### config.mk
export PLATFORM = sky130hd
export DESIGN_NAME = tcb_lite_mem
export DESIGN_NICKNAME = d
export VERILOG_FILES = /design/src/hw/tcb_lite_pkg.sv /design/src/hw/tcb_lite_mem.sv
export SDC_FILE = /design/constraint.sdc
export NUM_CORES = 2
export LEC_CHECK = 0
export BUFFER_PORTS_ARGS = -buffer_cell sky130_fd_sc_hd__buf_2
export CAP_MARGIN = 20
export CORE_MARGIN = 3
export CORE_UTILIZATION = 42
export CTS_CLUSTER_SIZE = 14
export DETAILED_ROUTE_END_ITERATION = 6
export SYNTH_ARGS = -nofsm -noshare
export SYNTH_HDL_FRONTEND = slang
export SYNTH_SLANG_ARGS = --single-unit
### constraint.sdc
create_clock -name tcb -period 3.45 [get_ports tcb]
set_input_delay 0.5175 -clock tcb [delete_from_list [all_inputs] [get_ports tcb]]
set_output_delay 0.5175 -clock tcb [all_outputs]
set_load 0.01 [all_outputs]
### src/hw/tcb_lite_pkg.sv
////////////////////////////////////////////////////////////
// TCB-Lite shared definitions
// bus widths, response delay
// legal byte-enable pattern check
////////////////////////////////////////////////////////////

`default_nettype none

package tcb_lite_pkg;

    // data bus width and byte lanes
    localparam int unsigned DAT_W = 32;
    localparam int unsigned BYT_W = DAT_W / 8;

    // byte address width
    localparam int unsigned ADR_W = 32;

    // response delay after the transfer edge
    localparam int unsigned DLY = 1;

    ////////////////////////////////////////////////////////////
    // byte enable legality
    ////////////////////////////////////////////////////////////

    // legal means one naturally aligned power of two run of lanes
    // single byte, aligned halfword or the full word
    function automatic logic byt_legal(input logic [BYT_W-1:0] byt);
        logic [BYT_W-1:0] pat;
        int unsigned      sz;
        byt_legal = 1'b0;
        for (int unsigned k = 0; k <= $clog2(BYT_W); k++) begin
            sz = 1 << k;
            // walk aligned offsets for this size
            for (int unsigned off = 0; off < BYT_W; off += sz) begin
                pat = ({BYT_W{1'b1}} >> (BYT_W - sz)) << off;
                if (byt == pat) byt_legal = 1'b1;
            end
        end
        // zero never matches a pattern above
    endfunction

endpackage

`default_nettype wire

### src/hw/tcb_lite_mem.sv
////////////////////////////////////////////////////////////
// TCB-Lite memory subordinate
// byte enabled storage, registered response
// error flag for illegal byte enable patterns
////////////////////////////////////////////////////////////

`timescale 1ns/1ps
`default_nettype none

module tcb_lite_mem #(
    // word address width
    parameter int unsigned SUB_AW = 6
)(
    // system
    input  logic                           tcb,
    input  logic                           rst_n,
    // request
    input  logic                           vld,
    input  logic                           wen,
    input  logic [SUB_AW-1:0]              idx,
    input  logic [tcb_lite_pkg::BYT_W-1:0] byt,
    input  logic [tcb_lite_pkg::DAT_W-1:0] wdt,
    // response
    output logic [tcb_lite_pkg::DAT_W-1:0] rdt,
    output logic                           err
);

    // word count
    localparam int unsigned DEPTH = 2**SUB_AW;

    // storage, no reset
    logic [tcb_lite_pkg::DAT_W-1:0] mem [DEPTH];

    // byte enable check result
    logic legal;

    // byt expanded to a bit mask
    logic [tcb_lite_pkg::DAT_W-1:0] msk;

    ////////////////////////////////////////////////////////////
    // byte enable decode
    ////////////////////////////////////////////////////////////

    assign legal = tcb_lite_pkg::byt_legal(byt);

    always_comb begin
        for (int unsigned b = 0; b < tcb_lite_pkg::BYT_W; b++) begin
            msk[8*b +: 8] = {8{byt[b]}};
        end
    end

    ////////////////////////////////////////////////////////////
    // write port
    ////////////////////////////////////////////////////////////

    // only enabled lanes change
    // illegal pattern leaves the word untouched
    always_ff @(posedge tcb) begin
        if (vld && wen && legal) begin
            for (int unsigned b = 0; b < tcb_lite_pkg::BYT_W; b++) begin
                if (byt[b]) begin
                    mem[idx][8*b +: 8] <= wdt[8*b +: 8];
                end
            end
        end
    end

    ////////////////////////////////////////////////////////////
    // response
    ////////////////////////////////////////////////////////////

    // registered on the transfer edge, valid one cycle later
    always_ff @(posedge tcb) begin
        if (!rst_n) begin
            rdt <= '0;
            err <= 1'b0;
        end else if (vld) begin
            // illegal pattern reported for reads and writes
            err <= !legal;
            // read data only for a legal read, disabled lanes zero
            if (!wen && legal) begin
                rdt <= mem[idx] & msk;
            end else begin
                rdt <= '0;
            end
        end else begin
            // idle cycle holds zero
            rdt <= '0;
            err <= 1'b0;
        end
    end

endmodule

`default_nettype wire

### Yosys cells after proc, flatten, opt, wreduce, memory -nomap -nowiden

Memories as Yosys holds them, arrays and structs flattened.
Cells that the tools add are included.

| cells by class | value |
|---|---|
| multiplexer cells | 19 |
| bitwise gates (word level) | 1 |
| equal/unequal tests | 7 |
| reductions and logical operators | 7 |

Operator list:

| cell | count |
|---|---|
| $and A32 B32 Y32 | 1 |
| $mux W1 | 19 |
| $eq A4 B4 Y1 const B | 3 |
| $eq A4 B2 Y1 const B | 2 |
| $eq A4 B1 Y1 const B | 1 |
| $eq A4 B3 Y1 const B | 1 |
| $logic_and A1 B1 Y1 | 3 |
| $reduce_and A3 Y1 | 1 |
| $logic_not A1 Y1 | 2 |
| $reduce_and A2 Y1 | 1 |

| storage, ports and cells | value |
|---|---|
| memories kept | 1 |
| bits of input ports | 46 |
| bits in writable memories | 2048 |
| register bits after elaboration | 33 |
| output and inout port bits | 33 |

Memory list:

| name | depth | width | read ports | clocked after Yosys merged registers in | write ports | RTL line | text |
|---|---|---|---|---|---|---|---|
| mem | 64 | 32 | 1 | 0 | 1 | tcb_lite_mem.sv:32 | `logic [tcb_lite_pkg::DAT_W-1:0] mem [DEPTH];` |

### Logic depth before layout (Yosys ltp)

| logic depth | value |
|---|---|
| depth in word-level cells | 11 |
| depth in mapped cells | 10 |

### Worst setup path before layout

Ideal clock, no wire load.

| path | value |
|---|---|
| path kind | input -> register |
| from | in idx[5] |
| to | mem mem[59][0] (netlist name) (enable) |
| stages on the path | 7 |
| required time | 3.080 ns |
| setup slack | 0.866 ns |
| data arrival time | 2.214 ns |
| cell sequence | buf_2 -> clkbuf_1 -> and3_1 -> clkbuf_1 -> clkbuf_1 -> nand2_1 -> nor2_1 |

RTL lines:

| element | RTL line | text |
|---|---|---|
| start, declared | tcb_lite_mem.sv:20 | `input logic [SUB_AW-1:0] idx,` |
| end, declared | tcb_lite_mem.sv:32 |  |

No word-level cell before the write port.

### Worst setup path after layout

| path | value |
|---|---|
| from | in idx[0] |
| to | reg rdt[22] (netlist name) |

| on the way | value |
|---|---|
| cells in the longest elaborated chain, start to end | 2 |

RTL lines:

| element | RTL line | text |
|---|---|---|
| $mem_v2 Z64 W32 | -- |  |
| $and A32 B32 Y32 | tcb_lite_mem.sv:82 | `rdt <= mem[idx] & msk;` |
| end signal, assigned | tcb_lite_mem.sv:82 |  |
| end, declared | tcb_lite_mem.sv:24 | `output logic [tcb_lite_pkg::DAT_W-1:0] rdt,` |

No other way between the ends.
A chain may end at the register's enable or synchronous reset.

==> metrics.yaml <==
outcome: "finished clean"
cp_num_buf_inv: 3
hold_depth: 1
ant_nets: 0
crit_arrival_ns: 3.45
grt_antenna_before_repair: 16
placedCellCount: 6753
track_usage: 0.2132
synth-async-reset-ratio: 0
finalCritPeriodShare: 0.8017
fp.coreArea_um2: 186400
worstPathCellList: "buf_8, buf_4, mux4_2, a22oi_1, buf_4, nand4_1, a221oi_1, a31oi_1"
syn_to_final_growth_pct: 15.44
synthCells: 4088
synth_edf_count: 2048
synth-main-ff-cell: "edfxtp_1"
crit_type: "in -> reg"
cpPeakStageDelay_ns: 0.67
cts-htree-levels: 4
post-cts-setup-buffers: 0
pin_count: 79
postLayoutSetupSlackWorst_ns: 0.6841
num_vias: 42080
drtIter0Drc: 4688
setup-tns-final_ns: 0
p_per_area_nw_per_um2: 556.2
total_power_mw: 50.82
yosysWarningCount: 0
hold_end: "mem[15][8]"
finalMaxSlewViolations: 0
drv_cap: 0
r2r_slack_ns: 0.94
finalWirelength_mm: 206.8
rows: 158
clock_latency_ns: 0.83
rsz0062_at_grt: "no"
cpMostUsedCell: "buf_4"
place_ws_ns: -0.1463
finalCriticalPeriod_ns: 2.766
crit_path_end_kind: "flop"
initial_utilization: 0.4245
cts.repair.resized: 0
cts_buffers: 196
worstPathRequired_ns: 4.13
ctsHoldBuffers: 2
final_layout_size_suffix_gt1_frac: 0.2286
cts.clk_slew.worst_paths_ns: 0.06
r2r_start: "mem[19][22]"
cts_tree: "done"
start_kind: "input port"
dieHeight_um: 440.1
remaining_drc_errors: 0
grt_pass1_wl_mm: 299.9
synth_nets: 4134
relSlewSlack: 0.2479
netlist_area_um2: 79140
hp-class: "in -> reg"
final_cells: 7133
crit_family: "compound AO/OA/AOI/OAI gates"
ys_seq_elements: 2081
avgSynthCellArea_um2: 19.36
grt_pass1_vias: 41710
max_freq_ghz: 0.3615
cp_max_fo: 42
ir_worst_vdd_uv: 481.6
gp_congestion: 0.8539
yosysUniqueCellTypes: 52
num-nets-final: 4535
dieArea_um2: 193700
vias_per_cell: 5.899
holdCritStartpoint: "wdt[8]"
dr.pass1.iters: 6
cpMaxStageDelayCell: "a221oi_1"
worst-slew-pin-transition_ns: 1.128
final_core_util: 0.4901
clock_path_buffers: 3
finalHoldViolCount: 0
cts_sinks: 2081
finalClockSkew_ns: 0.02287
gr-total-overflow: 0
rr_endpoint: "rdt[22]"
ys_seq_area_frac: 0.7854
dpl.hpwl_mm: 135.1
reg2reg_depth: 6
die_x_um: 440.1
root_buffer: "clkbuf_16"
fill_cells: 15140
p_leak_nw: 29.03
wl_per_cell_um: 29.00
grt_max_degree: 89
port_buffers: 78
finalSetupViolCount: 0
-- registers in the layout, summed over array words and instances (netlist names) --
register,cells
mem,2048
rdt,32
err,1
-- metal layers --
layer / part of all wire / global-route usage / wire (µm)
met1: 0.41 / 0.3008 / 85610
met4: 0.027 / 0.05931 / 5513
met2: 0.49 / 0.3447 / 100800
met5: 0.00018 / 0 / 38
met3: 0.072 / 0.03444 / 14850
-- cells by family after synthesis --
group / count (synthesis) / synth area share
muxes: 487 / 0.1010
and+or+nand+nor: 521 / 0.02898
DFF: 2081 / 0.7854
buffers and inverters: 285 / 0.01616
AOI/OAI and AO/OA: 714 / 0.06847
-- synth_stat cells, types with 2 or more instances --
cell | count | area, µm²
a211oi_1 | 3 | 22.52
nor3b_1 | 3 | 22.52
o22ai_1 | 61 | 381.6
a21oi_1 | 8 | 40.04
buf_4 | 14 | 105.1
a22o_1 | 3 | 26.28
a22oi_1 | 143 | 1074
mux2i_1 | 237 | 2372
nor4b_1 | 4 | 35.03
a221oi_1 | 264 | 2312
and4b_1 | 2 | 20.02
buf_2 | 82 | 410.4
o21ai_0 | 94 | 470.5
and3_1 | 3 | 18.77
nand4_1 | 30 | 187.7
buf_6 | 7 | 78.83
o221ai_1 | 30 | 262.8
buf_1 | 22 | 82.58
nor2_1 | 319 | 1197
o22a_1 | 35 | 306.5
nor3b_2 | 2 | 25.02
nand2_1 | 94 | 352.8
dfxtp_1 | 33 | 660.6
a41oi_1 | 2 | 17.52
and2_1 | 3 | 18.77
nand3b_1 | 2 | 15.01
mux4_2 | 249 | 5608
a31oi_1 | 33 | 206.5
nor4_1 | 2 | 12.51
or2_2 | 32 | 200.2
o211ai_1 | 30 | 225.2
a221o_1 | 2 | 20.02
nand2b_1 | 8 | 50.05
clkbuf_1 | 157 | 589.3
edfxtp_1 | 2048 | 61500
and3b_1 | 4 | 35.03
nor4bb_1 | 4 | 40.04
a2111oi_0 | 3 | 26.28
nor2b_1 | 2 | 12.51
a32o_1 | 2 | 20.02
-- worst max-delay path by stage --
stage           start         end  slack, ns  cells past startpoint
6_report       idx[0]     rdt[22]       0.68                      8
5_1_grt        idx[0]     rdt[22]       0.47                      8
4_1_cts        idx[0]     rdt[22]       0.76                      8
3_5_place_dp   idx[0]     rdt[22]      -0.15                      8
3_3_place_gp   idx[0]     rdt[22]      -0.12                      8
2_1_floorplan  idx[5]  mem[59][0]       0.87                      7
-- per-stage QoR --
step	cell area, µm²	hold slack [ns]
after floorplan	79140	0.6029
after global placement	84970	0.6730
after detailed placement	85000	0.6873
after CTS	91090	0.02524
after global routing	91360	0.00008987
final	91370	0.03393
-- cells in the final DEF, fill, tap and decap left out, drive strengths merged, types with 32 or more instances in the layout --
master / count
o21ai: 94
mux2i: 237
o22a: 35
nor2: 319
dfxtp: 33
o22ai: 61
clkbuf: 246
nand2: 95
or2: 32
buf: 481
a221oi: 264
mux4: 249
a22oi: 143
edfxtp: 2048
a31oi: 33
clkinv: 89
-- cell type report --
| cell class | instances | area (µm²) | share of cell area |
|---|---|---|---|
| timing repair buffer | 486 | 4154 | 0.04547 |
| sequential | 2081 | 62160 | 0.6803 |
| antenna | 2 | 5.005 | 0.00005478 |
| multi-input combinational | 1722 | 15860 | 0.1736 |
| clock buffer | 245 | 5184 | 0.05674 |
| tap | 2480 | 3103 | 0.03396 |
| inverter | 2 | 10.01 | 0.0001096 |
| clock inverter | 115 | 890.9 | 0.009750 |
-- power by group --
part | switching (mW) | total [mW] | internal, mW
clock | 9.16 | 20.6 | 11.5
sequential | 0.0140 | 27.8 | 27.8
combinational | 1.57 | 2.40 | 0.834
total | 10.7 | 50.8 | 40.1
No activity file was read; power rests on OpenSTA's default activity.
