===== config.mk =====
export PLATFORM = sky130hd
export DESIGN_NAME = tcb_lite_dec
export DESIGN_NICKNAME = d
export VERILOG_FILES = /design/src/hw/tcb_lite_pkg.sv /design/src/hw/tcb_lite_dec.sv
export SDC_FILE = /design/constraint.sdc
export NUM_CORES = 1
export LEC_CHECK = 0
export BUFFER_PORTS_ARGS = -buffer_cell sky130_fd_sc_hd__buf_2
export CAP_MARGIN = 40
export CORE_AREA = 5 5 42 44
export DETAILED_ROUTE_END_ITERATION = 12
export DIE_AREA = 0 0 47 49
export GPL_TIMING_DRIVEN = 0
export PLACE_DENSITY_LB_ADDON = 0.3
export SYNTH_ARGS = -nofsm -noshare
export SYNTH_HDL_FRONTEND = slang
export SYNTH_SLANG_ARGS = --single-unit

===== constraint.sdc =====
create_clock -name vclk -period 2.75
set_input_delay 0.55 -clock vclk [all_inputs]
set_output_delay 0.55 -clock vclk [all_outputs]
set_load 0.03 [all_outputs]

===== src/hw/tcb_lite_pkg.sv =====
////////////////////////////////////////////////////////////
// TCB-Lite shared definitions
// bus widths, response delay
// legal byte-enable pattern check
////////////////////////////////////////////////////////////

`default_nettype none

package tcb_lite_pkg;

    // data bus width and byte lanes
    localparam int unsigned DAT_W = 32;
    localparam int unsigned BYT_W = DAT_W / 8;

    // byte address width
    localparam int unsigned ADR_W = 32;

    // response delay after the transfer edge
    localparam int unsigned DLY = 1;

    ////////////////////////////////////////////////////////////
    // byte enable legality
    ////////////////////////////////////////////////////////////

    // legal means one naturally aligned power of two run of lanes
    // single byte, aligned halfword or the full word
    function automatic logic byt_legal(input logic [BYT_W-1:0] byt);
        logic [BYT_W-1:0] pat;
        int unsigned      sz;
        byt_legal = 1'b0;
        for (int unsigned k = 0; k <= $clog2(BYT_W); k++) begin
            sz = 1 << k;
            // walk aligned offsets for this size
            for (int unsigned off = 0; off < BYT_W; off += sz) begin
                pat = ({BYT_W{1'b1}} >> (BYT_W - sz)) << off;
                if (byt == pat) byt_legal = 1'b1;
            end
        end
        // zero never matches a pattern above
    endfunction

endpackage

`default_nettype wire


===== src/hw/tcb_lite_dec.sv =====
////////////////////////////////////////////////////////////
// TCB-Lite address decoder
// steers vld to one subordinate, flags unmapped addresses
////////////////////////////////////////////////////////////

`timescale 1ns/1ps
`default_nettype none

module tcb_lite_dec #(
    // number of subordinates, power of two
    parameter int unsigned SUB_N  = 4,
    // word address width of one subordinate
    parameter int unsigned SUB_AW = 6
)(
    // request from the manager
    input  logic                           vld,
    input  logic [tcb_lite_pkg::ADR_W-1:0] adr,
    // back to the manager
    output logic                           rdy,
    // per subordinate valid
    output logic [SUB_N-1:0]               sub_vld,
    // towards the response mux
    output logic [$clog2(SUB_N)-1:0]       sel,
    output logic                           unm
);

    ////////////////////////////////////////////////////////////
    // address fields
    ////////////////////////////////////////////////////////////

    // byte offset bits inside a word
    localparam int unsigned OFF_W = $clog2(tcb_lite_pkg::BYT_W);
    // subordinate index width
    localparam int unsigned SEL_W = $clog2(SUB_N);
    // first bit of the subordinate index
    localparam int unsigned SEL_LSB = OFF_W + SUB_AW;
    // first bit above the mapped range
    localparam int unsigned HI_LSB = SEL_LSB + SEL_W;

    // subordinate index straight from the address
    assign sel = adr[SEL_LSB +: SEL_W];

    // any high bit set means no subordinate owns it
    assign unm = |adr[tcb_lite_pkg::ADR_W-1:HI_LSB];

    ////////////////////////////////////////////////////////////
    // handshake and steering
    ////////////////////////////////////////////////////////////

    // no subordinate stalls
    // unmapped requests are accepted as well so the manager never hangs
    assign rdy = 1'b1;

    // one hot valid, none for unmapped
    always_comb begin
        sub_vld = '0;
        if (vld && !unm) begin
            sub_vld[sel] = 1'b1;
        end
    end

endmodule

`default_nettype wire


* Word-level counts from Yosys, hierarchy flattened *
Index checks and enable logic that the tools add are counted.

storage, ports and cells
  RAM bits = 0
  bits in read-only memories = 0
  word-level logic and storage cells = 9
  memories kept = 0
  output and inout port bits = 8
  bits in registers = 0
  input port bits = 33
  bits in latches = 0

operators by class
  shift operators = 0
  div/mod/pow operators = 0
  magnitude comparators = 2
  multipliers = 0
  multiplexer cells = 3
  add/subtract/negate cells = 0
  bitwise logic cells = 0
  reductions and logical operators = 4
  equality and inequality tests = 0

operators by type and width
  operator              number
  $reduce_or A22 Y1     1
  $mux W4               1
  $lt A2 B3 Y1 const B  1
  $demux W1 S2          1
  $ge A2 B1 Y1 const B  1
  $logic_and A1 B1 Y1   2
  $logic_not A1 Y1      1
  $mux W1               1

* Depth between registers and ports, before layout *
Gate-level depths: netlist of run 1.

  depth in word-level cells = 5
  mapped depth = 3

* Least setup slack after synthesis of run 1 *
Ideal clock, no wire load.

  kind = input-to-output
  from = input adr[23] (netlist name)
  to = output sub_vld[0]
  data required time = 2.200 ns
  data arrival time = 1.981 ns
  slack = 0.219 ns
  stages on the path = 3
  cells stage by stage = nor4_1 -> nand4_1 -> nor4_1

between the ends
  word-level cells in the longest chain between the ends = 4

RTL lines
  element              line                text
  start, declared      tcb_lite_dec.sv:17  input logic [tcb_lite_pkg::ADR_W-1:0] adr,
  $reduce_or A22 Y1    tcb_lite_dec.sv:44  assign unm = |adr[tcb_lite_pkg::ADR_W-1:HI_LSB];
  $logic_not A1 Y1     tcb_lite_dec.sv:57  if (vld && !unm) begin
  $logic_and A1 B1 Y1  tcb_lite_dec.sv:57
  $mux W4              tcb_lite_dec.sv:57
  end, declared        tcb_lite_dec.sv:21  output logic [SUB_N-1:0] sub_vld,

No other way between the ends.

* Worst setup path in the final report of run 1 *
  from = input adr[13] (netlist name)
  to = output sub_vld[2]

The elaborated chain is that of the path after synthesis.

==> results of run 1 <==
## power by group through the flow
stage	Sequential [uW]	Clock, uW	Combinational (uW)
finish	0	0	31.1
CTS	0	0	31.5
global route	0	0	34.6
global placement	0	0	31.0
floorplan	0	0	11.7
detailed placement	0	0	31.4
## cell usage in the layout (no fill, tap or decap), drive strengths merged
cell    netlist  routed
conb          1       1
buf           3      35
nand4         1       1
or2           1       1
nand2         2       2
nor2          1       1
inv           1       1
nand2b        1       1
nor4          9       9
## cell families (layout without fill, tap and decap cells)
family,count (synthesis),count (layout),synth area share
buffers and inverters,4,36,0.2258
and+or+nand+nor,15,15,0.7420
other,1,1,0.03223
## metrics by stage
stage | utilization | hold slack (ns) | setup WS [ns] | area [um^2] | total power [uW]
after CTS | 0.2116 | 1.434 | 0.4448 | 296.5 | 31.51
after detailed placement | 0.2116 | 1.433 | 0.4452 | 296.5 | 31.45
after floorplan | - | 1.224 | 0.2185 | 116.4 | 11.70
final | 0.2116 | 1.427 | 0.5037 | 296.5 | 31.06
after global routing | 0.2116 | 1.446 | 0.2306 | 296.5 | 34.57
after global placement | 0.2116 | 1.429 | 0.4906 | 296.5 | 31.01
## per-layer routing
| layer | part of all wire | vias to the layer above | GRT usage |
|---|---|---|---|
| li1 | - | 139 | - |
| met1 | 0.33 | 104 | 0.05652 |
| met2 | 0.51 | 17 | 0.08597 |
| met3 | 0.16 | 0 | 0.007380 |
| met4 | 0 | 0 | 0 |
| met5 | 0 | - | 0 |
## cell type report
class                      instances  area share
timing repair buffer              32      0.5401
multi-input combinational         16      0.3038
buffer                             3     0.07595
tap                               16     0.06751
inverter                           1     0.01266
## worst paths after layout
check | slack, ns | endpoint | cells after the start
hold / removal | 1.43 | sub_vld[0] | 3
setup / recovery | 0.50 | sub_vld[2] | 5
## critical path, delay by kind of cell
kind	cells	cell delay, ns
buffers and inverters	2	0.33
AND/OR/NAND/NOR	3	0.80
==> results.md, run 1 <==
* # DRC at 0
* ANT nets after route at 0
* Layout overhead on the synthesized area at 154.8%
* IO Port Bufs at 32
* Non-Filler Instances at 68
* Tot GR Track Use at 0.04632
* DRT iter0 DRCs at 0
* WP data required at 2.20 ns
* Hold Startpoint: adr[9]
* Detailed placement HPWL at 625.7 um
* CP cell instances: buf_2 -> nor4_1 -> nand4_1 -> nor4_1 -> buf_2
* Die Ht at 49 um
* Hold Fails Final Rpt at 0
* Routability cong. at 0.6123
* Starting Density at 0.08304
* Hold Crit Class: input port to primary output
* Ports at 41
* Crit path from: adr[13]
* Most instantiated cells after synthesis: nor4_1 (9), buf_4 (3), nand2_1 (2)
* Sequential share of power at 0
* Net Sw Frac at 0.4285
* # nets final at 87
* Final WL at 627 um
* Post-synth cell types at 9
* Area of the multi-input gates at 90.09 um^2
* Critical path class: input port to primary output
* Setup TNS at 0 ns
* Max Fclk at 0.4452 GHz
* Core area at 0.001401 mm^2
* Synthesized area at 116.4 um^2
* Std cell rows at 14
* Clock share of power at 0
* Worst Setup Start Kind: input port
* Placed cell count at 68
* Post-synth top area share at 0.4839
* Num sequential at 0
* Slew Limit Fails at 0
* Initial antenna violation count at 0
* DR pass1 iterations at 1
* First-pass GRT wire length at 869 um
* Layout cells sized above 1 at 0.6923
* Critical path's largest stage delay at 0.29 ns
* WL/cell at 9.221 um
* Largest net degree at the start of global routing at 6
* Post-route clock period utilization at 0.8168
* Reg area at 0 um^2
* Crit path max-delay cell type: nor4_1
* Vias in the first global route at 217
* Critical Path Sink Type: primary output
* Mapped Cells at 20
* CP arrival at 1.70 ns
* Clkbuf count at 0
* Yosys warnings at 0
* GR Overflow Total at 0
* Final min period at 2.246 ns
* Mapped Nets at 53
* Layout fillers at 179
* Die footprint at 0.002303 mm^2
* Switch Pwr at 13.31 uW
* RSZ-0062 raised after global routing: no
* Sequential share of the synthesized area at 0
* Vias at 260
* Comb pwr share at 1.000
* P_int at 17.75 uW
* Top cell type by total area after synthesis: nor4_1
* Hold_buf cts at 0
* Post-CTS sizing at 0
* Final setup vio count at 0
* Peak VDD IR at 0.00002741 V
* Vias per inst at 3.824
* Syn avg cell area at 5.818 um^2
* Maxcap violations at 0
* Pwr Density at 104.7 mW/mm^2
* Worst-path fanout max at 5
* Pleak at 0.0001631 uW
* Largest cells by area after synthesis: nor4_1 (48%), buf_4 (19%), nand2_1 (6.5%)
* Most numerous cell in the Yosys netlist: nor4_1
* Chip width at 47 um
* ANT cells at 0
* Setup Buffers After CTS at 0
* Status: complete, no violations
(Power assumes the default switching activity.)
==> run 2: changes to the inputs <==
clock period = 1.9 ns   (was 2.75 ns; I/O delays follow)
==> run 2 against run 1 <==
Compared with the run above: total power is 110% higher; wire length is 28% higher; die area stayed put; sequential share of layout area stayed put; worst setup slack worse by 0.44 ns; core utilization is 11 points higher; count of clock-buffer cells in the layout stayed put; flip-flop and latch count stayed put; hold slack worse by 0.34 ns; non-clock buffer count is 1 higher; via count is 11% higher; critical path type unchanged; largest power group unchanged; highest routed layer unchanged.
==> results.md, run 2 (synthesis gave the netlist of run 1 again) <==
* Peak VDD IR at 0.00006559 V (+140%)
* Vias per inst at 4.188 (+9.5%)
* Post-layout util at 0.3214 (+0.1098)
* Num sequential at 0 (unchanged)
* Post-route clock period utilization at 0.9688
* GR Overflow Total at 0 (unchanged)
* Final WL at 801 um (+28%)
* ANT nets after route at 0 (unchanged)
* Area of the multi-input gates at 183.9 um^2 (+100%)
* Status: complete, no violations
* Placement Cell Area at 296.5 um^2 (unchanged)
* Placed cell count at 68 (unchanged)
* # DRC at 0 (unchanged)
* Pleak at 0.0002014 uW (+23%)
* Clkbuf count at 0 (unchanged)
* Max Fclk at 0.5433 GHz
* Power Total at 64.27 uW (+110%)
* Critical path's largest stage delay at 0.26 ns (-0.03 ns)
* CP cell instances: buf_6 -> nor4_4 -> nand4_1 -> buf_6 -> nor4_4 -> buf_6
* Most common cell after layout, fill and taps aside: buf_2
* Std cell rows at 14 (unchanged)
* Vias at 289 (+11%)
* Non-Filler Instances at 69 (+1.5%)
* Layout cells sized above 1 at 0.8868 (+0.1945)
* Worst Setup Start Kind: input port
* First-pass GRT wire length at 966 um (+11%)
* Initial antenna violation count at 0 (unchanged)
* Final min period at 1.841 ns
* Commonest non-fill, non-tap cells in the layout: buf_2 (23), buf_6 (8), nor4_2 (5), buf_4 (5), nor4_4 (4)
* Maxcap violations at 0 (unchanged)
* Critical path class: input port to primary output
* Layout overhead on the synthesized area at 287.1%
* Die Ht at 49 um (unchanged)
* Final WS setup at 0.05924 ns (-0.4445 ns)
* DR pass1 iterations at 1 (unchanged)
* RSZ-0062 raised after global routing: yes
* Core area at 0.001401 mm^2 (unchanged)
* Critical Path Sink Type: primary output
* Final setup vio count at 0 (unchanged)
* Slew Limit Fails at 0 (unchanged)
* Chip width at 47 um (unchanged)
* DP Worst Slack at -0.06480 ns (-0.5100 ns)
* Worst-path fanout max at 5 (unchanged)
* DRT iter0 DRCs at 0 (unchanged)
* WL/cell at 11.61 um (+26%)
* Fin area at 450.4 um^2 (+52%)
* Buffers & Inverters on Critical Path at 3 (+1)
* Layout fillers at 167 (-6.7%)
* CP top delay family: simple AND/OR/NAND/NOR gates
* Pwr Density at 142.7 mW/mm^2 (+36%)
* Crit path max-delay cell type: nor4_4
* Hold Fails Final Rpt at 0 (unchanged)
* Starting Density at 0.08304 (unchanged)
* Hold_buf cts at 0 (unchanged)
* Vias in the first global route at 235 (+8.3%)
* Ports at 41 (unchanged)
* IO Port Bufs at 32 (unchanged)
* Detailed placement HPWL at 625.7 um (unchanged)
* Reg area at 0 um^2 (unchanged)
* Top cell by count, worst path: buf_6
* # nets final at 88 (+1.1%)
* ANT cells at 0 (unchanged)
* Routability cong. at 0.6123 (unchanged)
* Hold Crit Class: input port to primary output
* Die footprint at 0.002303 mm^2 (unchanged)
* Largest net degree at the start of global routing at 6 (unchanged)
* CP arrival at 1.46 ns (-0.24 ns)
* Tot GR Track Use at 0.05193 (+0.005614)
* WP data required at 1.52 ns (-0.68 ns)
run 2: power by group:
part | leakage, uW | switching [uW] | internal, uW | total, uW
logic | 0.000201 | 30.7 | 33.6 | 64.3
registers | 0 | 0 | 0 | 0
clock network | 0 | 0 | 0 | 0
total | 0.000201 | 30.7 | 33.6 | 64.3
run 2: final timing paths:
check,from,endpoint,slack (ns),cells after the start
worst max-delay path,adr[10],sub_vld[0],0.06,6
worst min-delay path,adr[9],sub_vld[0],1.09,3
run 2: layer usage:
| metal | track usage | vias up | wire, um |
|---|---|---|---|
| met5 | 0 | - | 0 |
| met3 | 0.007380 | 0 | 99 |
| met2 | 0.09955 | 17 | 437 |
| met1 | 0.06087 | 132 | 264 |
| met4 | 0 | 0 | 0 |
| li1 | - | 140 | - |
run 2: layout make-up:
type	count	share of cell area
multi-input combinational	16	0.4083
inverter	1	0.008333
timing repair buffer	33	0.4889
buffer	3	0.05000
tap	16	0.04444
run 2: through the flow:
step,hold slack [ns],TNS (ns)
CTS,1.094,-0.02587
detailed placement,1.093,-0.2298
global route,1.107,-0.01164
global placement,1.089,-0.07948
finish,1.090,0
floorplan,0.8836,-1.166
run 2: repair_timing:
item,in CTS,in global routing
setup endpoints to repair,5,5
resized for setup,7,22
setup buffers,0,1
pin swaps,3,5
run 2: tightest hold or removal path: cells and delay by family:
kind | cells | cell delay, ns
buffers and inverters | 2 | 0.27
and+or+nand+nor | 1 | 0.06
