==> src/hw/tcb_lite_pkg.sv <==
////////////////////////////////////////////////////////////
// TCB-Lite shared definitions
// bus widths, response delay
// legal byte-enable pattern check
////////////////////////////////////////////////////////////

`default_nettype none

package tcb_lite_pkg;

    // data bus width and byte lanes
    localparam int unsigned DAT_W = 32;
    localparam int unsigned BYT_W = DAT_W / 8;

    // byte address width
    localparam int unsigned ADR_W = 32;

    // response delay after the transfer edge
    localparam int unsigned DLY = 1;

    ////////////////////////////////////////////////////////////
    // byte enable legality
    ////////////////////////////////////////////////////////////

    // legal means one naturally aligned power of two run of lanes
    // single byte, aligned halfword or the full word
    function automatic logic byt_legal(input logic [BYT_W-1:0] byt);
        logic [BYT_W-1:0] pat;
        int unsigned      sz;
        byt_legal = 1'b0;
        for (int unsigned k = 0; k <= $clog2(BYT_W); k++) begin
            sz = 1 << k;
            // walk aligned offsets for this size
            for (int unsigned off = 0; off < BYT_W; off += sz) begin
                pat = ({BYT_W{1'b1}} >> (BYT_W - sz)) << off;
                if (byt == pat) byt_legal = 1'b1;
            end
        end
        // zero never matches a pattern above
    endfunction

endpackage

`default_nettype wire

==> src/hw/tcb_lite_rsp_mux.sv <==
////////////////////////////////////////////////////////////
// TCB-Lite response mux
// delays the selection, merges read data and error
////////////////////////////////////////////////////////////

`timescale 1ns/1ps
`default_nettype none

module tcb_lite_rsp_mux #(
    // number of subordinates
    parameter int unsigned SUB_N = 4
)(
    // system
    input  logic                                 tcb,
    input  logic                                 rst_n,
    // transfer cycle info from the decoder
    input  logic                                 trn,
    input  logic [$clog2(SUB_N)-1:0]             sel,
    input  logic                                 unm,
    // flat subordinate responses
    input  logic [SUB_N*tcb_lite_pkg::DAT_W-1:0] sub_rdt,
    input  logic [SUB_N-1:0]                     sub_err,
    // to the manager
    output logic [tcb_lite_pkg::DAT_W-1:0]       rdt,
    output logic                                 err
);

    localparam int unsigned DLY = tcb_lite_pkg::DLY;

    // delay line, last stage marks the response cycle
    logic [DLY-1:0]                    trn_dly;
    logic [DLY-1:0][$clog2(SUB_N)-1:0] sel_dly;
    logic [DLY-1:0]                    unm_dly;

    // transfer strobe pipe
    always_ff @(posedge tcb) begin
        if (!rst_n) begin
            trn_dly <= '0;
        end else begin
            trn_dly[0] <= trn;
            for (int unsigned i = 1; i < DLY; i++) begin
                trn_dly[i] <= trn_dly[i-1];
            end
        end
    end

    // selection captured only on the transfer edge
    always_ff @(posedge tcb) begin
        if (trn) begin
            sel_dly[0] <= sel;
            unm_dly[0] <= unm;
        end
        for (int unsigned i = 1; i < DLY; i++) begin
            sel_dly[i] <= sel_dly[i-1];
            unm_dly[i] <= unm_dly[i-1];
        end
    end

    ////////////////////////////////////////////////////////////
    // output select
    ////////////////////////////////////////////////////////////

    // zero outside the response cycle
    always_comb begin
        rdt = '0;
        err = 1'b0;
        if (trn_dly[DLY-1]) begin
            if (unm_dly[DLY-1]) begin
                // nobody answered, rdt stays zero
                err = 1'b1;
            end else begin
                rdt = sub_rdt[sel_dly[DLY-1]*tcb_lite_pkg::DAT_W +: tcb_lite_pkg::DAT_W];
                err = sub_err[sel_dly[DLY-1]];
            end
        end
    end

endmodule

`default_nettype wire

==> config.mk <==
export PLATFORM = sky130hd
export DESIGN_NAME = tcb_lite_rsp_mux
export DESIGN_NICKNAME = d
export VERILOG_FILES = /design/src/hw/tcb_lite_pkg.sv /design/src/hw/tcb_lite_rsp_mux.sv
export SDC_FILE = /design/constraint.sdc
export NUM_CORES = 1
export LEC_CHECK = 0
export BUFFER_PORTS_ARGS = -buffer_cell sky130_fd_sc_hd__buf_2
export CAP_MARGIN = 10
export CORE_ASPECT_RATIO = 1.75
export CORE_MARGIN = 3
export CORE_UTILIZATION = 28
export CTS_BUF_LIST = sky130_fd_sc_hd__clkbuf_4 sky130_fd_sc_hd__clkbuf_8
export DETAILED_ROUTE_END_ITERATION = 10
export PLACE_DENSITY = 0.79
export SLEW_MARGIN = 20
export SYNTH_ARGS = -nofsm -noshare
export SYNTH_HDL_FRONTEND = slang
export SYNTH_SLANG_ARGS = --single-unit
==> constraint.sdc <==
create_clock -name tcb -period 1.4 [get_ports tcb]
set_clock_uncertainty 0.15 [all_clocks]
set_input_delay 0 -clock tcb [delete_from_list [all_inputs] [get_ports tcb]]
set_output_delay 0 -clock tcb [all_outputs]
set_load 0.02 [all_outputs]
Word level (Yosys, flattened, before mapping)
Cells that the tools add are included. W data, S select, Z words.

Register bits: 4. Input bits: 138. Output and inout bits: 33. Word-level logic and storage cells: 11.

Order comparisons: 1. Shift-type cells: 1. Mux-type cells: 6.

Operators with widths (number): $shiftx A128 B8 Y32 (1); $mux W32 (2); $lt A2 B3 Y1 const B (1); $mux W1 (3); $bmux W1 S2 (1).

Logic depth before layout (Yosys ltp)
Gate-level depths: netlist of run 1.

Depth after elaboration: 4. Depth in mapped cells: 4.

Least setup slack after synthesis of run 1
Ideal clock, no wire load.

Kind: register to output. Start: register sel_dly[1] (netlist name). End: output port err. Data arrival time: 1429 ps. Path slack: -179 ps. Cell stages (with the launch flop): 5. Path buffers: 2. Cell sequence: edfxtp_1 > clkbuf_1 > buf_2 > nor2b_1 > a221oi_1.

Longest elaborated chain between the ends: 4.

Ends and longest elaborated chain: from (decl) (line tcb_lite_rsp_mux.sv:32) `logic [DLY-1:0][$clog2(SUB_N)-1:0] sel_dly;`; from (signal, indexed assignment) (line tcb_lite_rsp_mux.sv:54) `sel_dly[i] <= sel_dly[i-1];`; $bmux W1 S2 (line tcb_lite_rsp_mux.sv:73) `err = sub_err[sel_dly[DLY-1]];`; $mux W1 (implied by the code) (line tcb_lite_rsp_mux.sv:73); $mux W1 (line tcb_lite_rsp_mux.sv:68) `if (unm_dly[DLY-1]) begin`; $mux W1 (line tcb_lite_rsp_mux.sv:67) `if (trn_dly[DLY-1]) begin`; to (decl) (line tcb_lite_rsp_mux.sv:25) `output logic err`.

Every way passes these cells. The select of a mux whose other input is x is not followed.

Worst setup path in the final report of run 1
Start: register sel_dly[0] (netlist name). End: output port rdt[28] (netlist name).

Longest elaborated chain between the ends: 3.

Ends and longest elaborated chain: $shiftx A128 B8 Y32 (line tcb_lite_rsp_mux.sv:72) `rdt = sub_rdt[sel_dly[DLY-1]*tcb_lite_pkg::DAT_W +: tcb_lite_pkg::DAT_W];`; $mux W32 (line tcb_lite_rsp_mux.sv:68); $mux W32 (line tcb_lite_rsp_mux.sv:67); to (decl) (line tcb_lite_rsp_mux.sv:24) `output logic [tcb_lite_pkg::DAT_W-1:0] rdt,`.

Every way passes these cells.

==> results of run 1 <==
-- per-stage QoR --
stage	instances	area [um2]	hold slack [ns]	total power, uW	setup TNS, ns
floorplan	87	1280	-0.0511	560	-0.978
global placement	301	2210	0.0281	809	-6.95
detailed placement	301	2210	0.0281	834	-7.62
CTS	316	2610	0.319	1250	-13.04
global route	314	2590	0.328	1310	-15.32
finish	314	2590	0.306	1230	-13.04
-- cells by family (layout without fill, tap and decap cells) --
logic type | after synthesis | after routing | share of synthesized area [%]
and+or+nand+nor | 36 | 36 | 18.5
muxes | 34 | 34 | 62.9
buffers and inverters | 12 | 191 | 8.74
DFF | 4 | 4 | 9.16
AOI/OAI and AO/OA | 1 | 1 | 0.729
-- cells in the mapped netlist (2+ instances only) --
cell,count
and2_1,33
mux2i_1,2
nor2b_1,2
mux4_1,4
edfxtp_1,3
clkbuf_1,4
buf_2,3
mux4_2,28
buf_12,3
-- report_power, final --
part | internal, uW | switching [uW]
Combinational | 527 | 278
Sequential | 138 | 8.27
Clock | 214 | 64.6
-- state kept, by name (all words and copies together) (netlist names) --
register,flops
sel_dly,2
unm_dly,1
trn_dly,1
-- path summary, 6_finish.rpt --
| check | startpoint | to | slack (ns) | cells after the start |
|---|---|---|---|---|
| setup / recovery | sel_dly[0] | rdt[28] | -0.43 | 5 |
| hold / removal | sub_err[0] | err | 0.31 | 4 |
-- final cells by class --
cell class | instances | area, um2 | share of cell area [%]
flip-flops and latches | 4 | 110 | 4.25
inverters | 1 | 3.75 | 0.145
multi-input cells | 71 | 1060 | 40.9
clock buffers | 4 | 48.8 | 1.88
well taps | 48 | 60.1 | 2.32
repair buffers | 186 | 1310 | 50.5
-- tightest hold or removal path: cells and delay by family --
kind | cells | cell delay, ns
buffers and inverters | 2 | 0.24
AOI/OAI and AO/OA | 1 | 0.07
muxes | 1 | 0.14
-- timing repair --
action,in CTS,in global routing
pin swaps,33,1
gates cloned,2,0
endpoints found under the setup margin,33,34
hold buffers,6,0
resized for setup,80,0
setup buffers,3,0
hold endpoints to repair,7,0
-- routing by layer --
layer / track usage (%) / vias to the layer above / wire length, um / share of wire [%]
met5: 0 / - / 0 / 0
met4: 9.13 / 0 / 175 / 3.1
met3: 4.46 / 16 / 401 / 7.2
met2: 45.5 / 107 / 3400 / 61
met1: 19.6 / 745 / 1600 / 29
li1: - / 711 / - / -
==> impl_results.md, run 1 <==
* Finished Core Util at 64.6%
* Min-Delay Path Class: input port to output pin
* Mapped cell area at 1200 um2
* # setup viols final at 33
* Maximum VDD drop at 0.695 mV
* Num CTS Buffers at 3
* Final hold violation count at 0
* Share of cells above drive strength 1 at 94.4%
* Startpoint Class: register
* Total vias in the final route at 1579
* CP endpoint kind: output pin
* DP Worst Slack at -0.286 ns
* Clock Path Buffers at 2
* Leakage at 0.00130 uW
* Post-synthesis cell type count at 14
* Critical Path AT at ~1.7 ns
* Ant diodes at 0
* Most used cell, CP: buf_6
* Status: complete, but fails checks
* Layout net count at 405
* Top_reg_cell synth: edfxtp_1
* Initial antenna violation count at 0
* Filler Cells Inserted at 321
* Post-DR vias/cell at 5.03
* P&R area growth vs syn at 116%
* Die W at 55.5 um
* Min cycle time layout at 1.83 ns
* Fin crit share at 130%
* H-Tree Depth at 1
* Synth Net Count at 225
* Max cap viols at 0
* Fin. max-slew vios at 0
* Top-area cell type share of the netlist area at 52.4%
* Worst setup path category: register to output pin
* Initial core utilization at 29.9%
* Count of state elements after synthesis at 4
* Max incr delay on CP at 0.51 ns
* I/O pin cnt at 171
* Die area at a little over 5000 um2
* Routed WL at 5570 um
* RSZ-0062 raised after global routing: true
* CTS Root Cell: clkbuf_8
* Pwr per Cell Area at around 470 nW/um2
* Crit path cell chain: buf_6 -> buf_8 -> mux4_2 -> and2_4 -> buf_6
* Clock transition at path regs at 0.03 ns
* Clk sink count at 4
* Wire length per cell at approximately 18 um
* Core footprint at 4020 um2
* FP Rows at 30
* Commonest cells after routing, fill and taps aside: 136 x buf_2, 35 x buf_6, 32 x mux4_2, 32 x and2_4
* CP Max Fanout at 7
* First drt pass iteration count at 4
* Die Ht at 92.7 um
* Failing checks: setup timing
* Dpl hpwl at 4730 um
* Top cells by area, synth: mux4_2 52%, and2_1 17%, mux4_1 8.7%, edfxtp_1 7.5%, buf_12 5.0%
* WP data required at about 1.3 ns
* I/O Buffers at 170
* Worst slew pin tran at between 0.2 and 0.25 ns
* Residual DRC count at 0
* GP Congestion at slightly below 0.8
* Synthesized instance count at 87
* Vias in the first global route at between 1500 and 2000
* Yosys warnings at 0
* Final ANT Viol Nets at 0
* Post-synth ARST share at 0%
* Global-route wire length before repair at between 8000 and 9000 um
* Slowest-stage cell, CP: mux4_2
* Relative slew slack at 86.6%
* Delay-heaviest family, CP: multiplexers
* Leading cell type in the layout, fill and taps excluded: buf_2
* Sequential fraction of the synthesis area at 9.16%
* GR Util All Layers at around 22%
* Fmax at between 0.5 and 0.6 GHz
* Worst Path Buf+Inv at 3
* PnR worst setup slack at -0.427 ns
* TritonCTS clock tree: yes
* Grt ovf at 0
* Syn Area/Cell at about 14 um2
* Largest net degree at the start of global routing at 21
* Number of flops mapped to enable cells by yosys at 3
* Yosys top cell by area: mux4_2
* Iter 0 DRT Violations at 32
Note: power is estimated with default switching activity, not from simulation.
==> run 2: changes to the inputs <==
--- a/config.mk
+++ b/config.mk
@@ -7,12 +7,12 @@
 export LEC_CHECK = 0
 export BUFFER_PORTS_ARGS = -buffer_cell sky130_fd_sc_hd__buf_2
 export CAP_MARGIN = 10
-export CORE_ASPECT_RATIO = 1.75
-export CORE_MARGIN = 3
-export CORE_UTILIZATION = 28
+export CORE_AREA = 3 3 66 68
 export CTS_BUF_LIST = sky130_fd_sc_hd__clkbuf_4 sky130_fd_sc_hd__clkbuf_8
 export DETAILED_ROUTE_END_ITERATION = 10
-export PLACE_DENSITY = 0.79
+export DIE_AREA = 0 0 69 71
+export PLACE_DENSITY = 0.82
+export SKIP_CTS_REPAIR_TIMING = 1
 export SLEW_MARGIN = 20
 export SYNTH_ARGS = -nofsm -noshare
 export SYNTH_HDL_FRONTEND = slang
==> constraint.sdc (replaced) <==
create_clock -name tcb -period 2.18 [get_ports tcb]
set_clock_uncertainty 0.15 [all_clocks]
set_input_delay 0 -clock tcb [delete_from_list [all_inputs] [get_ports tcb]]
set_output_delay 0 -clock tcb [all_outputs]
set_load 0.02 [all_outputs]
==> impl_results.md, run 2 (same netlist as run 1, synthesis figures left out) <==
* Num CTS Buffers at 3 (unchanged)
* Worst Path Buf+Inv at 2 (-1)
* Status: finished, final reports clean
* Clock Path Buffers at 2 (unchanged)
* Routed WL at 5160 um (-7.3%)
* Min-Delay Endpoint: err
* GR Util All Layers at 19.6% (-2.4 points)
* Residual DRC count at 0 (unchanged)
* Initial antenna violation count at 0 (unchanged)
* Slowest-stage cell, CP: mux4_1
* HP Start: sub_err[0]
* Leading cell type in the layout, fill and taps excluded: buf_2
* Clock transition at path regs at 0.03 ns (about the same)
* Largest net degree at the start of global routing at 20 (-4.8%)
* Register Area at 110 um2 (unchanged)
* Clk sink count at 4 (unchanged)
* CTS Root Cell: clkbuf_8
* Die area at 4900 um2 (-4.8%)
* Worst setup path category: register to output pin
* Finished Cell Area at 2170 um2 (-16%)
* WP data required at 2.03 ns (+0.78 ns)
* Fmax at 0.519 GHz
* Iter 0 DRT Violations at 39 (+22%)
* Grt ovf at 0 (unchanged)
* Area of the multi-input gates at 990 um2 (-6.7%)
* CP endpoint kind: output pin
* Filler Cells Inserted at 337 (+5.0%)
* Hold path cells at 4 (unchanged)
* CP Max Fanout at 19 (+12)
* Finished Core Util at 55.5% (-9.1 points)
* Biggest register: sel_dly
* Pwr per Cell Area at 306 nW/um2 (-35%)
* Global-route wire length before repair at 7690 um (-13%)
* I/O Buffers at 170 (unchanged)
* # setup viols final at 0 (-100%)
* Startpoint Class: register
* Largest register FFs at 2 (unchanged)
* Total vias in the final route at 1527 (-3.3%)
* Relative slew slack at 77.4% (-9.2 points)
* I/O pin cnt at 171 (unchanged)
* Delay-heaviest family, CP: multiplexers
* Post-DR vias/cell at 4.89 (-2.7%)
* Worst Setup SP: sel_dly[0]
* Setup TNS at 0 ns (+13.04 ns)
* Worst slew pin tran at 0.339 ns (+0.137 ns)
* Crit path cell chain: buf_4 -> mux4_1 -> and2_1 -> buf_2
* P&R area growth vs syn at 80.5%
* Dpl hpwl at 4460 um (-5.6%)
* H-Tree Depth at 1 (unchanged)
* Max incr delay on CP at 0.59 ns (+0.08 ns)
* Area of placed instances at 2060 um2 (-6.5%)
* Die Ht at 71 um (-23%)
* Ant diodes at 0 (unchanged)
* Layout net count at 401 (-0.99%)
* Die W at 69 um (+24%)
* Fin. max-slew vios at 0 (unchanged)
* Critical Path AT at 1.78 ns (+0.10 ns)
* Max cap viols at 0 (unchanged)
* GP Congestion at 0.868 (+11%)
* First drt pass iteration count at 4 (unchanged)
* Initial core utilization at 30.7% (+0.78 points)
* Min cycle time layout at roughly 1.9 ns
* Commonest cells after routing, fill and taps aside: 170 x buf_2, 33 x and2_1, 28 x mux4_2, 6 x dlygate4sd3_1, 6 x buf_4
* TritonCTS clock tree: yes
* Vias in the first global route at 1523 (-18%)
* Biggest regs: sel_dly x2, trn_dly x1, unm_dly x1
* Fin crit share at 88.4%
* Share of cells above drive strength 1 at 79.8% (-15 points)
* Leakage at 0.00118 uW (-9.4%)
* Core footprint at 3910 um2 (-2.6%)
* FP Rows at 23 (-23%)
* Final ANT Viol Nets at 0 (unchanged)
* Min-Delay Path Class: input port to output pin
* Final hold violation count at 0 (unchanged)
* Wire length per cell at 16.6 um (-6.7%)
* RSZ-0062 raised after global routing: false
* Maximum VDD drop at 0.316 mV (-55%)
## run 2: routing by layer
layer  vias up  routed length (um)  global-route usage, %
li1        706                   -                      -
met4         0                  49                   4.77
met3         6                 307                   2.56
met1       739                1830                   23.4
met5         -                   0                      0
met2        76                2980                   37.1
## run 2: final cells by class
| type | instances | share of cell area, % |
|---|---|---|
| repair buffers | 182 | 44.0 |
| flip-flops and latches | 4 | 5.07 |
| clock buffers | 4 | 2.25 |
| inverters | 1 | 0.173 |
| multi-input cells | 71 | 45.6 |
| well taps | 50 | 2.88 |
## run 2: where the power goes
group	leakage, uW	switching (uW)	internal (uW)
combinational	0.00111	151	247
sequential	0.0000377	3.13	88.6
clock	0.0000262	38.2	137
total	0.00118	192	473
## run 2: how the worst max path moves through the flow
stage,endpoint,slack (ns),depth (start not counted)
finish,rdt[31],0.25,4
global route,rdt[31],0.13,4
CTS,rdt[31],0.22,4
detailed placement,rdt[31],0.46,4
global placement,rdt[0],0.47,4
floorplan,err,0.60,4
## run 2: through the flow
step,setup slack (ns),hold slack (ns),total power (uW),cells
after floorplan,0.601,-0.0511,335,87
after global placement,0.471,0.0293,474,302
after detailed placement,0.455,0.0281,487,302
after CTS,0.224,-0.195,667,306
after global routing,0.126,0.345,712,312
final,0.253,0.301,665,312
## run 2: worst min-delay path: cells and delay by family
kind,cells,cell delay (ns)
buffers and inverters,2,0.24
muxes,1,0.12
AOI/OAI and AO/OA,1,0.09
